<file path="src/rtl/isolate_pkg.sv">
////////////////////////////////////////////////////////////
// isolation gate package
// AXI field widths, pending capacity, counter width and
// the state encoding shared by both channel gates
////////////////////////////////////////////////////////////
`default_nettype none

package isolate_pkg;

  // open transactions per channel before handshakes are cut
  localparam int unsigned NUM_PENDING = 4;
  // room for zero up to twice the capacity (atomic injection)
  localparam int unsigned CNT_W = $clog2(2 * NUM_PENDING + 1);

  // AXI field widths
  localparam int unsigned ID_W   = 4;
  localparam int unsigned ADDR_W = 32;
  localparam int unsigned DATA_W = 32;
  localparam int unsigned ATOP_W = 6;

  // atop bit: atomic expects a read response
  localparam int unsigned ATOP_R_RESP = 5;

  typedef logic [ID_W-1:0]   id_t;
  typedef logic [ADDR_W-1:0] addr_t;
  typedef logic [DATA_W-1:0] data_t;
  typedef logic [ATOP_W-1:0] atop_t;
  typedef logic [1:0]        resp_t;  // OKAY/EXOKAY/SLVERR/DECERR
  typedef logic [CNT_W-1:0]  cnt_t;   // pending counters

  // per channel gate FSM
  typedef enum logic [1:0] {
    GATE_NORMAL,   // pass-through
    GATE_HOLD,     // stalled address kept valid
    GATE_DRAIN,    // no new addresses, wait for responses
    GATE_ISOLATE   // master side silenced
  } gate_state_e;

endpackage

`default_nettype wire

</file>
<file path="src/rtl/track_if.sv">
////////////////////////////////////////////////////////////
// tracking interface
// strobes and levels from the gates to the tracker, open
// read count back to both gates
////////////////////////////////////////////////////////////
`timescale 1ns/1ps
`default_nettype none

interface track_if;

  logic               ar_inject;    // accepted AW is an atomic with read response
  logic               ar_accept;    // AR passed forward in NORMAL
  logic               aw_isolated;  // write gate in ISOLATE
  logic               ar_isolated;  // read gate in ISOLATE
  isolate_pkg::cnt_t  pending_ar;   // open reads incl. injected atomics

  modport wr (
    output ar_inject,
    output aw_isolated,
    input  pending_ar
  );

  modport rd (
    output ar_accept,
    output ar_isolated,
    input  pending_ar
  );

  modport trk (
    input  ar_inject,
    input  ar_accept,
    input  aw_isolated,
    input  ar_isolated,
    output pending_ar
  );

endinterface

`default_nettype wire

</file>
<file path="src/rtl/write_gate.sv">
////////////////////////////////////////////////////////////
// write channel gate
// passes AW/W/B through, counts open writes and W bursts,
// cuts handshakes at capacity and drains on isolate_i
////////////////////////////////////////////////////////////
`timescale 1ns/1ps
`default_nettype none

module write_gate (
  input  logic               clk_i,
  input  logic               reset_i,
  // AW
  input  logic               slv_aw_valid_i,
  input  isolate_pkg::id_t   slv_aw_id_i,
  input  isolate_pkg::addr_t slv_aw_addr_i,
  input  isolate_pkg::atop_t slv_aw_atop_i,
  output logic               slv_aw_ready_o,
  output logic               mst_aw_valid_o,
  output isolate_pkg::id_t   mst_aw_id_o,
  output isolate_pkg::addr_t mst_aw_addr_o,
  output isolate_pkg::atop_t mst_aw_atop_o,
  input  logic               mst_aw_ready_i,
  // W
  input  logic               slv_w_valid_i,
  input  isolate_pkg::data_t slv_w_data_i,
  input  logic               slv_w_last_i,
  output logic               slv_w_ready_o,
  output logic               mst_w_valid_o,
  output isolate_pkg::data_t mst_w_data_o,
  output logic               mst_w_last_o,
  input  logic               mst_w_ready_i,
  // B
  input  logic               mst_b_valid_i,
  input  isolate_pkg::id_t   mst_b_id_i,
  input  isolate_pkg::resp_t mst_b_resp_i,
  output logic               mst_b_ready_o,
  output logic               slv_b_valid_o,
  output isolate_pkg::id_t   slv_b_id_o,
  output isolate_pkg::resp_t slv_b_resp_o,
  input  logic               slv_b_ready_i,
  input  logic               isolate_i,
  track_if.wr                trk
);

  isolate_pkg::gate_state_e aw_state_q, aw_state_d;
  isolate_pkg::cnt_t        pending_aw_q, pending_aw_d;  // open write bursts (until B)
  isolate_pkg::cnt_t        pending_w_q, pending_w_d;    // W bursts without last beat
  logic                     aw_full;
  logic                     aw_issue;   // AW counted this cycle and unlocks W
  logic                     w_last_hs;
  logic                     b_hs;

  // AW cut when any write count or the shared read count is full
  assign aw_full = (pending_aw_q >= isolate_pkg::cnt_t'(isolate_pkg::NUM_PENDING))
                || (pending_w_q >= isolate_pkg::cnt_t'(isolate_pkg::NUM_PENDING))
                || (trk.pending_ar >= isolate_pkg::cnt_t'(2 * isolate_pkg::NUM_PENDING));

  assign aw_issue  = mst_aw_valid_o && (aw_state_q == isolate_pkg::GATE_NORMAL);
  assign w_last_hs = mst_w_valid_o && mst_w_ready_i && mst_w_last_o;
  assign b_hs      = mst_b_valid_i && mst_b_ready_o;

  ////////////////////////////////////////////////////////////
  // AW / B gating and write FSM
  ////////////////////////////////////////////////////////////
  always_comb begin
    aw_state_d     = aw_state_q;
    mst_aw_valid_o = slv_aw_valid_i;  // straight through by default
    mst_aw_id_o    = slv_aw_id_i;
    mst_aw_addr_o  = slv_aw_addr_i;
    mst_aw_atop_o  = slv_aw_atop_i;
    slv_aw_ready_o = mst_aw_ready_i;
    slv_b_valid_o  = mst_b_valid_i;
    slv_b_id_o     = mst_b_id_i;
    slv_b_resp_o   = mst_b_resp_i;
    mst_b_ready_o  = slv_b_ready_i;
    unique case (aw_state_q)
      isolate_pkg::GATE_NORMAL: begin
        if (aw_full) begin
          mst_aw_valid_o = 1'b0;
          slv_aw_ready_o = 1'b0;
          if (isolate_i) aw_state_d = isolate_pkg::GATE_DRAIN;
        end else if (slv_aw_valid_i && !mst_aw_ready_i) begin
          aw_state_d = isolate_pkg::GATE_HOLD;  // already counted so keep it valid
        end else if (isolate_i) begin
          aw_state_d = isolate_pkg::GATE_DRAIN;
        end
      end
      isolate_pkg::GATE_HOLD: begin
        mst_aw_valid_o = 1'b1;  // must not drop once offered
        if (mst_aw_ready_i) begin
          aw_state_d = isolate_i ? isolate_pkg::GATE_DRAIN : isolate_pkg::GATE_NORMAL;
        end
      end
      isolate_pkg::GATE_DRAIN: begin
        mst_aw_valid_o = 1'b0;
        mst_aw_id_o    = '0;
        mst_aw_addr_o  = '0;
        mst_aw_atop_o  = '0;
        slv_aw_ready_o = 1'b0;
        if (pending_aw_q == '0) aw_state_d = isolate_pkg::GATE_ISOLATE;  // last B seen
      end
      isolate_pkg::GATE_ISOLATE: begin
        mst_aw_valid_o = 1'b0;
        mst_aw_id_o    = '0;
        mst_aw_addr_o  = '0;
        mst_aw_atop_o  = '0;
        slv_aw_ready_o = 1'b0;
        slv_b_valid_o  = 1'b0;
        slv_b_id_o     = '0;
        slv_b_resp_o   = '0;
        mst_b_ready_o  = 1'b0;
        if (!isolate_i) aw_state_d = isolate_pkg::GATE_NORMAL;
      end
      default: aw_state_d = isolate_pkg::GATE_ISOLATE;
    endcase
  end

  // W only while a burst is open or its AW goes out now
  always_comb begin
    mst_w_valid_o = slv_w_valid_i;
    mst_w_data_o  = slv_w_data_i;
    mst_w_last_o  = slv_w_last_i;
    slv_w_ready_o = mst_w_ready_i;
    if ((pending_w_q == '0) && !aw_issue) begin
      mst_w_valid_o = 1'b0;
      mst_w_data_o  = '0;
      mst_w_last_o  = 1'b0;
      slv_w_ready_o = 1'b0;
    end
  end

  ////////////////////////////////////////////////////////////
  // counters
  ////////////////////////////////////////////////////////////
  always_comb begin
    pending_aw_d = pending_aw_q;
    pending_w_d  = pending_w_q;
    if (aw_issue) begin
      pending_aw_d = pending_aw_d + isolate_pkg::cnt_t'(1);
      pending_w_d  = pending_w_d + isolate_pkg::cnt_t'(1);
    end
    if (b_hs)      pending_aw_d = pending_aw_d - isolate_pkg::cnt_t'(1);
    if (w_last_hs) pending_w_d  = pending_w_d - isolate_pkg::cnt_t'(1);
  end

  always_ff @(posedge clk_i) begin
    if (reset_i) begin
      aw_state_q   <= isolate_pkg::GATE_ISOLATE;  // closed until isolate_i drops
      pending_aw_q <= '0;
      pending_w_q  <= '0;
    end else begin
      aw_state_q   <= aw_state_d;
      pending_aw_q <= pending_aw_d;
      pending_w_q  <= pending_w_d;
    end
  end

  assign trk.ar_inject   = aw_issue && mst_aw_atop_o[isolate_pkg::ATOP_R_RESP];
  assign trk.aw_isolated = (aw_state_q == isolate_pkg::GATE_ISOLATE);

  // count never passes capacity since AW is cut when full
  aw_overflow: assert property (@(posedge clk_i) disable iff (reset_i)
    (pending_aw_q >= isolate_pkg::cnt_t'(isolate_pkg::NUM_PENDING))
    |=> (pending_aw_q <= isolate_pkg::cnt_t'(isolate_pkg::NUM_PENDING)))
    else $error("write count above capacity");
  aw_underflow: assert property (@(posedge clk_i) disable iff (reset_i)
    (pending_aw_q == '0) |=> (pending_aw_q != '1))
    else $error("write count underflow");
  w_underflow: assert property (@(posedge clk_i) disable iff (reset_i)
    (pending_w_q == '0) |=> (pending_w_q != '1))
    else $error("W burst count underflow");

endmodule

`default_nettype wire

</file>
<file path="src/rtl/read_gate.sv">
////////////////////////////////////////////////////////////
// read channel gate
// passes AR/R through, cuts AR at capacity, drains open
// reads on isolate_i and silences AR/R once isolated
////////////////////////////////////////////////////////////
`timescale 1ns/1ps
`default_nettype none

module read_gate (
  input  logic               clk_i,
  input  logic               reset_i,
  // AR
  input  logic               slv_ar_valid_i,
  input  isolate_pkg::id_t   slv_ar_id_i,
  input  isolate_pkg::addr_t slv_ar_addr_i,
  output logic               slv_ar_ready_o,
  output logic               mst_ar_valid_o,
  output isolate_pkg::id_t   mst_ar_id_o,
  output isolate_pkg::addr_t mst_ar_addr_o,
  input  logic               mst_ar_ready_i,
  // R
  input  logic               mst_r_valid_i,
  input  isolate_pkg::id_t   mst_r_id_i,
  input  isolate_pkg::data_t mst_r_data_i,
  input  isolate_pkg::resp_t mst_r_resp_i,
  input  logic               mst_r_last_i,
  output logic               mst_r_ready_o,
  output logic               slv_r_valid_o,
  output isolate_pkg::id_t   slv_r_id_o,
  output isolate_pkg::data_t slv_r_data_o,
  output isolate_pkg::resp_t slv_r_resp_o,
  output logic               slv_r_last_o,
  input  logic               slv_r_ready_i,
  input  logic               isolate_i,
  track_if.rd                trk
);

  isolate_pkg::gate_state_e ar_state_q, ar_state_d;
  logic                     ar_full;

  assign ar_full = trk.pending_ar >= isolate_pkg::cnt_t'(isolate_pkg::NUM_PENDING);

  always_comb begin
    ar_state_d     = ar_state_q;
    mst_ar_valid_o = slv_ar_valid_i;  // pass-through default
    mst_ar_id_o    = slv_ar_id_i;
    mst_ar_addr_o  = slv_ar_addr_i;
    slv_ar_ready_o = mst_ar_ready_i;
    slv_r_valid_o  = mst_r_valid_i;
    slv_r_id_o     = mst_r_id_i;
    slv_r_data_o   = mst_r_data_i;
    slv_r_resp_o   = mst_r_resp_i;
    slv_r_last_o   = mst_r_last_i;
    mst_r_ready_o  = slv_r_ready_i;
    unique case (ar_state_q)
      isolate_pkg::GATE_NORMAL: begin
        if (ar_full) begin
          mst_ar_valid_o = 1'b0;
          slv_ar_ready_o = 1'b0;
          if (isolate_i) ar_state_d = isolate_pkg::GATE_DRAIN;
        end else if (slv_ar_valid_i && !mst_ar_ready_i) begin
          ar_state_d = isolate_pkg::GATE_HOLD;
        end else if (isolate_i) begin
          ar_state_d = isolate_pkg::GATE_DRAIN;
        end
      end
      isolate_pkg::GATE_HOLD: begin
        mst_ar_valid_o = 1'b1;
        if (mst_ar_ready_i) begin
          ar_state_d = isolate_i ? isolate_pkg::GATE_DRAIN : isolate_pkg::GATE_NORMAL;
        end
      end
      isolate_pkg::GATE_DRAIN: begin
        mst_ar_valid_o = 1'b0;
        mst_ar_id_o    = '0;
        mst_ar_addr_o  = '0;
        slv_ar_ready_o = 1'b0;
        // atomics with read response count here too
        if (trk.pending_ar == '0) ar_state_d = isolate_pkg::GATE_ISOLATE;
      end
      isolate_pkg::GATE_ISOLATE: begin
        mst_ar_valid_o = 1'b0;
        mst_ar_id_o    = '0;
        mst_ar_addr_o  = '0;
        slv_ar_ready_o = 1'b0;
        slv_r_valid_o  = 1'b0;
        slv_r_id_o     = '0;
        slv_r_data_o   = '0;
        slv_r_resp_o   = '0;
        slv_r_last_o   = 1'b0;
        mst_r_ready_o  = 1'b0;
        if (!isolate_i) ar_state_d = isolate_pkg::GATE_NORMAL;
      end
      default: ar_state_d = isolate_pkg::GATE_ISOLATE;
    endcase
  end

  always_ff @(posedge clk_i) begin
    if (reset_i) ar_state_q <= isolate_pkg::GATE_ISOLATE;
    else         ar_state_q <= ar_state_d;
  end

  assign trk.ar_accept   = mst_ar_valid_o && (ar_state_q == isolate_pkg::GATE_NORMAL);
  assign trk.ar_isolated = (ar_state_q == isolate_pkg::GATE_ISOLATE);

  // stalled AR keeps valid high until the master takes it
  ar_hold_valid: assert property (@(posedge clk_i) disable iff (reset_i)
    (mst_ar_valid_o && !mst_ar_ready_i) |=> mst_ar_valid_o)
    else $error("stalled AR dropped valid");

endmodule

`default_nettype wire

</file>
<file path="src/rtl/isolation_tracker.sv">
////////////////////////////////////////////////////////////
// isolation tracker
// shared open read count fed by AR and atomic AW, and the
// combined isolated flag
////////////////////////////////////////////////////////////
`timescale 1ns/1ps
`default_nettype none

module isolation_tracker (
  input  logic  clk_i,
  input  logic  reset_i,
  input  logic  r_valid_i,  // master side
  input  logic  r_ready_i,  // slave side
  input  logic  r_last_i,
  track_if.trk  trk,
  output logic  isolated_o
);

  isolate_pkg::cnt_t pending_ar_q, pending_ar_d;
  logic              r_last_hs;

  assign r_last_hs = r_valid_i && r_ready_i && r_last_i;

  // AR and atomic in one cycle add two
  always_comb begin
    pending_ar_d = pending_ar_q
                 + isolate_pkg::cnt_t'(trk.ar_accept)
                 + isolate_pkg::cnt_t'(trk.ar_inject);
    if (r_last_hs) pending_ar_d = pending_ar_d - isolate_pkg::cnt_t'(1);
  end

  always_ff @(posedge clk_i) begin
    if (reset_i) pending_ar_q <= '0;
    else         pending_ar_q <= pending_ar_d;
  end

  assign trk.pending_ar = pending_ar_q;
  assign isolated_o     = trk.aw_isolated && trk.ar_isolated;  // both gates closed

  // AR cut at NUM_PENDING and AW cut at twice that keep the count in range
  ar_overflow: assert property (@(posedge clk_i) disable iff (reset_i)
    (pending_ar_q >= isolate_pkg::cnt_t'(2 * isolate_pkg::NUM_PENDING))
    |=> (pending_ar_q <= isolate_pkg::cnt_t'(2 * isolate_pkg::NUM_PENDING)))
    else $error("read count above capacity");
  ar_underflow: assert property (@(posedge clk_i) disable iff (reset_i)
    (pending_ar_q == '0) |=> (pending_ar_q != '1))
    else $error("read count underflow");

endmodule

`default_nettype wire

</file>
<file path="src/rtl/axi_isolate_top.sv">
////////////////////////////////////////////////////////////
// AXI isolation gate top
// write and read gates side by side with the tracker,
// plain AXI ports on both sides
////////////////////////////////////////////////////////////
`timescale 1ns/1ps
`default_nettype none

module axi_isolate_top (
  input  logic               clk_i,
  input  logic               reset_i,
  // slave port
  input  logic               slv_aw_valid_i,
  input  isolate_pkg::id_t   slv_aw_id_i,
  input  isolate_pkg::addr_t slv_aw_addr_i,
  input  isolate_pkg::atop_t slv_aw_atop_i,
  output logic               slv_aw_ready_o,
  input  logic               slv_w_valid_i,
  input  isolate_pkg::data_t slv_w_data_i,
  input  logic               slv_w_last_i,
  output logic               slv_w_ready_o,
  output logic               slv_b_valid_o,
  output isolate_pkg::id_t   slv_b_id_o,
  output isolate_pkg::resp_t slv_b_resp_o,
  input  logic               slv_b_ready_i,
  input  logic               slv_ar_valid_i,
  input  isolate_pkg::id_t   slv_ar_id_i,
  input  isolate_pkg::addr_t slv_ar_addr_i,
  output logic               slv_ar_ready_o,
  output logic               slv_r_valid_o,
  output isolate_pkg::id_t   slv_r_id_o,
  output isolate_pkg::data_t slv_r_data_o,
  output isolate_pkg::resp_t slv_r_resp_o,
  output logic               slv_r_last_o,
  input  logic               slv_r_ready_i,
  // master port
  output logic               mst_aw_valid_o,
  output isolate_pkg::id_t   mst_aw_id_o,
  output isolate_pkg::addr_t mst_aw_addr_o,
  output isolate_pkg::atop_t mst_aw_atop_o,
  input  logic               mst_aw_ready_i,
  output logic               mst_w_valid_o,
  output isolate_pkg::data_t mst_w_data_o,
  output logic               mst_w_last_o,
  input  logic               mst_w_ready_i,
  input  logic               mst_b_valid_i,
  input  isolate_pkg::id_t   mst_b_id_i,
  input  isolate_pkg::resp_t mst_b_resp_i,
  output logic               mst_b_ready_o,
  output logic               mst_ar_valid_o,
  output isolate_pkg::id_t   mst_ar_id_o,
  output isolate_pkg::addr_t mst_ar_addr_o,
  input  logic               mst_ar_ready_i,
  input  logic               mst_r_valid_i,
  input  isolate_pkg::id_t   mst_r_id_i,
  input  isolate_pkg::data_t mst_r_data_i,
  input  isolate_pkg::resp_t mst_r_resp_i,
  input  logic               mst_r_last_i,
  output logic               mst_r_ready_o,
  // isolation control
  input  logic               isolate_i,
  output logic               isolated_o
);

  track_if track ();  // counts and states between gates and tracker

  // port names match the top level one to one
  write_gate u_write_gate (
    .*,
    .trk (track.wr)
  );

  read_gate u_read_gate (
    .*,
    .trk (track.rd)
  );

  isolation_tracker u_isolation_tracker (
    .clk_i      (clk_i),
    .reset_i    (reset_i),
    .r_valid_i  (mst_r_valid_i),
    .r_ready_i  (slv_r_ready_i),   // forwarded by read gate when not isolated
    .r_last_i   (mst_r_last_i),
    .trk        (track.trk),
    .isolated_o (isolated_o)
  );

endmodule

`default_nettype wire

</file>
<file path="config.mk">
export PLATFORM = sky130hd
export DESIGN_NAME = axi_isolate_top
export DESIGN_NICKNAME = d
export VERILOG_FILES = /design/src/rtl/isolate_pkg.sv /design/src/rtl/track_if.sv /design/src/rtl/write_gate.sv /design/src/rtl/read_gate.sv /design/src/rtl/isolation_tracker.sv /design/src/rtl/axi_isolate_top.sv
export SDC_FILE = /design/constraint.sdc
export NUM_CORES = 1
export LEC_CHECK = 0
export BUFFER_PORTS_ARGS = -buffer_cell sky130_fd_sc_hd__buf_2
export CORE_AREA = 2 2 131 133
export CTS_BUF_LIST = sky130_fd_sc_hd__clkbuf_2
export CTS_CLUSTER_DIAMETER = 150
export DETAILED_ROUTE_END_ITERATION = 16
export DIE_AREA = 0 0 133 135
export MAX_ROUTING_LAYER = met4
export SYNTH_ARGS = -nofsm -noshare
export SYNTH_HDL_FRONTEND = slang
export SYNTH_SLANG_ARGS = --single-unit
</file>
<file path="constraint.sdc">
create_clock -name clk_i -period 3 [get_ports clk_i]
set_input_delay 0.3 -clock clk_i [delete_from_list [all_inputs] [get_ports clk_i]]
set_output_delay 0.3 -clock clk_i [all_outputs]
set_load 0.01 [all_outputs]
</file>
---- Yosys cells after proc, flatten, opt, wreduce, memory -nomap -nowiden ----
Cells that the tools add are included.
word-level totals
  register bits ........................... 16
  input port bits ......................... 169
  logic and storage cells ................. 100
operators by class
  add/sub/neg operators ................... 7
  magnitude comparators ................... 4
  equal/unequal tests ..................... 12
  multiplexer cells ....................... 46
  reduce and logical (&&, ||, !) cells .... 26
operators by type and width
  kind                 count
  $mux 32              4
  $mux 4               9
  $mux 2               14
  $pmux 2 s4           2
  $ge 4x3->1 const B   3
  $logic_and 1x1->1    12
  $logic_not 4->1      3
  $mux 1               12
  $sub 4x1->4 const B  3
  $add 4x1->4          2
  $add 4x1->4 const B  2
  $eq 2x2->1 const B   4
  $ne 2x2->1 const B   4
  $mux 6               1
  $pmux 1 s3           2
  $reduce_and 3->1     2
  $eq 2x1->1 const B   2
  $ge 4x4->1 const B   1
  $logic_not 2->1      2
  $ne 2x1->1 const B   2
  $pmux 1 s2           2
  $reduce_or 2->1      2
  $logic_not 1->1      3
  $logic_or 1x1->1     2

---- Depth between registers and ports, before layout ----
  depth after elaboration ................. 12
  depth in mapped cells ................... 12

---- By module ----
Synthesis repeated with hierarchy kept, for this count alone.
unflattened totals
  cells, all modules ...................... 322
  area total of the unflattened synthesis .. 2259.7 um^2
by module, submodules not included
  module             times used  cells an instance  area an instance (um^2)  seq. area each (um^2)
  write_gate         1           182                1277.5                   200.2
  read_gate          1           111                713.2                    40.0
  isolation_tracker  1           29                 269.0                    80.1

---- Worst setup path before layout ----
No wires, ideal clock.
  path type ............................... register to register
  start point ............................. register u_write_gate.pending_w_q[2]
  end point ............................... register u_isolation_tracker.pending_ar_q[3], in the netlist u_isolation_tracker.trk.pending_ar[3]
  setup time .............................. 0.128 ns
  arrival time ............................ 2.487 ns
  required time ........................... 2.872 ns
  path slack .............................. 0.385 ns
  stages on the path, launching flop included .. 12
  path buffers ............................ 1
  cells stage by stage .................... dfxtp_1 -> or4_1 -> buf_2 -> nor2_4 -> nand2_1 -> fa_1 -> inv_1 -> ha_1 -> xnor2_1 -> nor4b_1 -> xnor2_1 -> nor2_1
between the ends
  cells in the longest elaborated chain, start to end .. 10
RTL lines
  what                    line                     text
  from (decl)             write_gate.sv:47         isolate_pkg::cnt_t pending_w_q, pending_w_d;
  from (signal assigned)  write_gate.sv:154        pending_w_q <= pending_w_d;
  $ge 4x3->1 (*)          write_gate.sv:55         || (pending_w_q >= isolate_pkg::cnt_t'(isolate_pkg::NUM_PENDING))
  $logic_or 1x1->1 (*)    write_gate.sv:55
  $logic_or 1x1->1 (*)    write_gate.sv:56         || (trk.pending_ar >= isolate_pkg::cnt_t'(2 * isolate_pkg::NUM_PENDING));
  $mux 1 (*)              write_gate.sv:78         if (aw_full) begin
  $pmux 1 s3 (*)          write_gate.sv:76         unique case (aw_state_q)
  $logic_and 1x1->1 (*)   write_gate.sv:58         assign aw_issue = mst_aw_valid_o && (aw_state_q == isolate_pkg::GATE_NORMAL);
  $logic_and 1x1->1 (*)   write_gate.sv:158        assign trk.ar_inject = aw_issue && mst_aw_atop_o[isolate_pkg::ATOP_R_RESP];
  $add 4x1->4 (*)         isolation_tracker.sv:28  + isolate_pkg::cnt_t'(trk.ar_inject);
  $sub 4x1->4             isolation_tracker.sv:29  if (r_last_hs) pending_ar_d = pending_ar_d - isolate_pkg::cnt_t'(1);
  $mux 4 (*)              isolation_tracker.sv:29
  to (signal assigned)    isolation_tracker.sv:34  else pending_ar_q <= pending_ar_d;
  to (decl)               isolation_tracker.sv:19  isolate_pkg::cnt_t pending_ar_q, pending_ar_d;
Every way passes the cells marked *; elsewhere a longest branch is shown, timed or not.
A chain may end at the register's enable or synchronous reset.

---- Final worst setup path ----
  start point ............................. register u_write_gate.aw_state_q[1]
  end point ............................... register u_isolation_tracker.pending_ar_q[3], in the netlist u_isolation_tracker.trk.pending_ar[3]
between the ends
  cells in the longest elaborated chain, start to end .. 8
  elaborated cells on any way between the ends .. 12
  classes of those cells .................. add/sub: 2; eq/ne: 3; mux: 3; reduce/logical: 4
RTL lines
  what                              line                     text
  from (decl)                       write_gate.sv:45         isolate_pkg::gate_state_e aw_state_q, aw_state_d;
  from (signal assigned)            write_gate.sv:148        aw_state_q <= isolate_pkg::GATE_ISOLATE;
  from (signal assigned)            write_gate.sv:152        aw_state_q <= aw_state_d;
  $eq 2x2->1                        write_gate.sv:76
  $reduce_or 2->1 (no source line)  -
  $pmux 1 s3                        write_gate.sv:76
  $logic_and 1x1->1                 write_gate.sv:58
  $logic_and 1x1->1 (*)             write_gate.sv:158
  $add 4x1->4 (*)                   isolation_tracker.sv:28
  $sub 4x1->4                       isolation_tracker.sv:29
  $mux 4 (*)                        isolation_tracker.sv:29
Marks and branches as above.

==> flow_metrics.env <==
export IMPL_status="complete, no violations"
export IMPL_finalCritPeriodShare_pct=91.5
export IMPL_dieArea_um2=18000
export IMPL_drv_slew=0
export IMPL_utilization_pct=25.6
export IMPL_yosys_warnings=0
export IMPL_critPathMaxStageDelay_ns=0.68
export IMPL_yosysSeqAreaShare_pct=14.3
export IMPL_rsz0062_at_grt="false"
export IMPL_setup_viol=0
export IMPL_cp_common_cell="xnor2_1"
export IMPL_crit_slowest_cell="or4b_1"
export IMPL_period_needed_ns=2.75
export IMPL_cts_resized_gates=0
export IMPL_layout_nets=826
export IMPL_reg2reg_depth=10
export IMPL_max_slew_margin_rel_pct=35.8
export IMPL_tns_ns=0
export IMPL_crit_family="simple AND/OR/NAND/NOR gates"
export IMPL_cp_buffers_inverters=1
export IMPL_chipWidth_um=133
export IMPL_clock_root_buffer="clkbuf_2"
export IMPL_synth_flop_cell="dfxtp_1"
export IMPL_cp_arrival_ns=2.94
export IMPL_path_cells="or4b_1 > nor2_4 > nand2_1 > fa_1 > inv_1 > ha_1 > xnor2_1 > nor4b_1 > xnor2_1 > nor2_1"
export IMPL_hold_path_depth=3
export IMPL_post_drt_wl_per_cell_um=11.5
export IMPL_antenna_found_initial=1
export IMPL_die_y_um=135
export IMPL_syn_cell_area_um2=2240
export IMPL_hold_viol=0
export IMPL_h_tree_depth=1
export IMPL_gp_congestion=0.824
export IMPL_start_kind="register"
export IMPL_synth_fp_nets=498
export IMPL_grt_max_degree=50
export IMPL_cellPowerDensity_nw_per_um2=254
export IMPL_synthCells=320
export IMPL_tritoncts="built"
export IMPL_grt_pass1_wl_um=14600
export IMPL_final_layout_size_suffix_gt1_share_pct=54.7
export IMPL_crit_type="register to register"
export IMPL_skew_ns=0.00812
export IMPL_ctsLongestPathBuffers=2
export IMPL_wl_um=9970
export IMPL_yosys_register_bits=16
export IMPL_place_area_um2=4180
export IMPL_clk_latency_ns=0.29
export IMPL_required_ns=3.19
export IMPL_grt_util_all_layers_pct=10.2
export IMPL_first_pass_iters=4
export IMPL_crit_cells=10
export IMPL_cts_sinks=16
export IMPL_hpwl_um=8610
export IMPL_drtIter0Drc=129
export IMPL_placementRows=47
export IMPL_max_freq_ghz=0.364
export IMPL_core_region_area_um2=16400
export IMPL_area_growth_pct=87.0
export IMPL_vias_per_cell=3.73
export IMPL_yosys_top_cells_area="and2_1 (24%), nor2b_1 (23%), dfxtp_1 (14%), ha_1 (4.5%), nor2_1 (3.0%)"
export IMPL_vias=3234
export IMPL_io_pins=336
export IMPL_crit_fanout=6
export IMPL_numCtsBuffers=3
export IMPL_ir_drop_mv=0.0972
export IMPL_timing_max_cap_violations=0
export IMPL_ant_nets=0
export IMPL_power_leakage_nw=2.40
export IMPL_yosysTopAreaCell="and2_1"
export IMPL_cp_end_kind="register"
export IMPL_hp_class="input pin to register"
export IMPL_grt_overflow_total=0
export IMPL_grt_pass1_vias=2941
export IMPL_async_reset_ff_share_pct=0
export IMPL_start_util_pct=13.7
export IMPL_port_buffers=335
export IMPL_remaining_drc_errors=0
export IMPL_avgSynthCellArea_um2=7.01
export IMPL_tightestPinTransition_ns=0.961
export IMPL_ctsHoldBuffers=0
export IMPL_synth_edf_count=0
export IMPL_post_cts_buffers=0
export IMPL_postLayoutCellArea_um2=4200
export IMPL_synth_top_area_share_pct=24.0
export IMPL_path_clk_slew_ns=0.16
export IMPL_ys_types=37
-- layer usage --
| metal | vias up | part of all wire, % | GRT usage [%] |
|---|---|---|---|
| met2 | 170 | 49 | 18.2 |
| met1 | 1377 | 43 | 12.7 |
| met4 | 0 | 0.63 | 1.97 |
| li1 | 1685 | - | - |
| met3 | 2 | 6.8 | 0.863 |
| met5 | - | 0 | - |
-- final cells by class --
class,count,area (um^2)
fill,1816,12200
multi-input combinational,273,1800
timing repair buffer,343,1740
sequential,16,322
tap,220,275
inverter,11,41.3
clock buffer,3,15.0
clock inverter,1,3.75
antenna,1,2.50
-- state kept, by name, summed over array words and instances (netlist names) --
name,count
u_isolation_tracker.trk.pending_ar,4
u_write_gate.pending_aw_q,4
u_write_gate.pending_w_q,4
u_read_gate.ar_state_q,2
u_write_gate.aw_state_q,2
-- Yosys cell counts (all sizes together) (2+ instances only) --
master / n
o211ai: 4
a211oi: 5
clkbuf: 15
o21ai: 6
ha: 8
nand2: 6
inv: 11
a21oi: 10
mux2: 2
or4: 2
buf: 5
xnor2: 7
nor4b: 4
nor2: 19
nor3b: 5
nand3: 7
nor3: 2
nor2b: 81
nand4: 4
a31oi: 3
and2: 86
and3: 3
dfxtp: 16
-- final timing paths --
| kind | slack, ns | end | start |
|---|---|---|---|
| worst max-delay path | 0.25 | u_isolation_tracker.trk.pending_ar[3]$_SDFF_PP0_ | u_write_gate.aw_state_q[1]$_SDFFE_PP1P_ |
| worst min-delay path | 0.32 | u_write_gate.aw_state_q[1]$_SDFFE_PP1P_ | isolate_i |
| worst max register to register | 0.25 | u_isolation_tracker.trk.pending_ar[3]$_SDFF_PP0_ | u_write_gate.aw_state_q[1]$_SDFFE_PP1P_ |
| worst min register to register | 0.62 | u_write_gate.aw_state_q[1]$_SDFFE_PP1P_ | u_write_gate.aw_state_q[0]$_SDFFE_PP1P_ |
-- placed cells by master (no fill, tap or decap), types with 3 or more instances in the layout --
master | Yosys | layout
and2_1 | 86 | 86
o21ai_0 | 4 | 4
buf_4 | 0 | 8
inv_1 | 11 | 11
xnor2_1 | 7 | 7
clkbuf_2 | 0 | 3
nor3b_1 | 5 | 5
and3_1 | 3 | 3
nor4b_1 | 3 | 3
nand2_1 | 6 | 6
nand4_1 | 4 | 4
nor2b_1 | 81 | 81
nor2_1 | 18 | 18
ha_1 | 8 | 8
o211ai_1 | 3 | 3
a31oi_1 | 3 | 3
nand3_1 | 7 | 7
a21oi_1 | 10 | 10
a211oi_1 | 4 | 4
buf_2 | 5 | 335
dfxtp_1 | 16 | 15
-- logic make-up after synthesis --
family | Yosys count | share of synthesized area, %
XOR/XNOR | 8 | 3.73
flip-flops | 16 | 14.3
adder cells (fa/ha/maj) | 9 | 5.35
AND/OR/NAND/NOR | 223 | 60.8
buffers and inverters | 31 | 5.46
multiplexers | 2 | 1.00
AO/OA/AOI/OAI | 31 | 9.36
-- worst min-delay path, delay by kind of cell --
family                 cells  cell delay [ns]
AOI/OAI and AO/OA          2             0.14
buffers and inverters      1             0.14
-- power by group --
group	switching, mW	total, mW	internal, mW
Sequential	0.0170	0.247	0.230
Clock	0.0709	0.0998	0.0290
Combinational	0.374	0.721	0.346
-- through the flow --
| stage | instances | total power, mW | hold WS (ns) | worst slack, ns |
|---|---|---|---|---|
| 5_1_grt | 868 | 1.17 | 0.317 | 0.0929 |
| 3_5_place_dp | 863 | 0.975 | 0.588 | 0.207 |
| 3_3_place_gp | 863 | 0.974 | 0.572 | 0.292 |
| 6_report | 868 | 1.07 | 0.318 | 0.255 |
| 2_1_floorplan | 320 | 0.641 | 0.400 | 0.385 |
| 4_1_cts | 867 | 1.08 | 0.323 | 0.238 |
(Power assumes the default switching activity.)
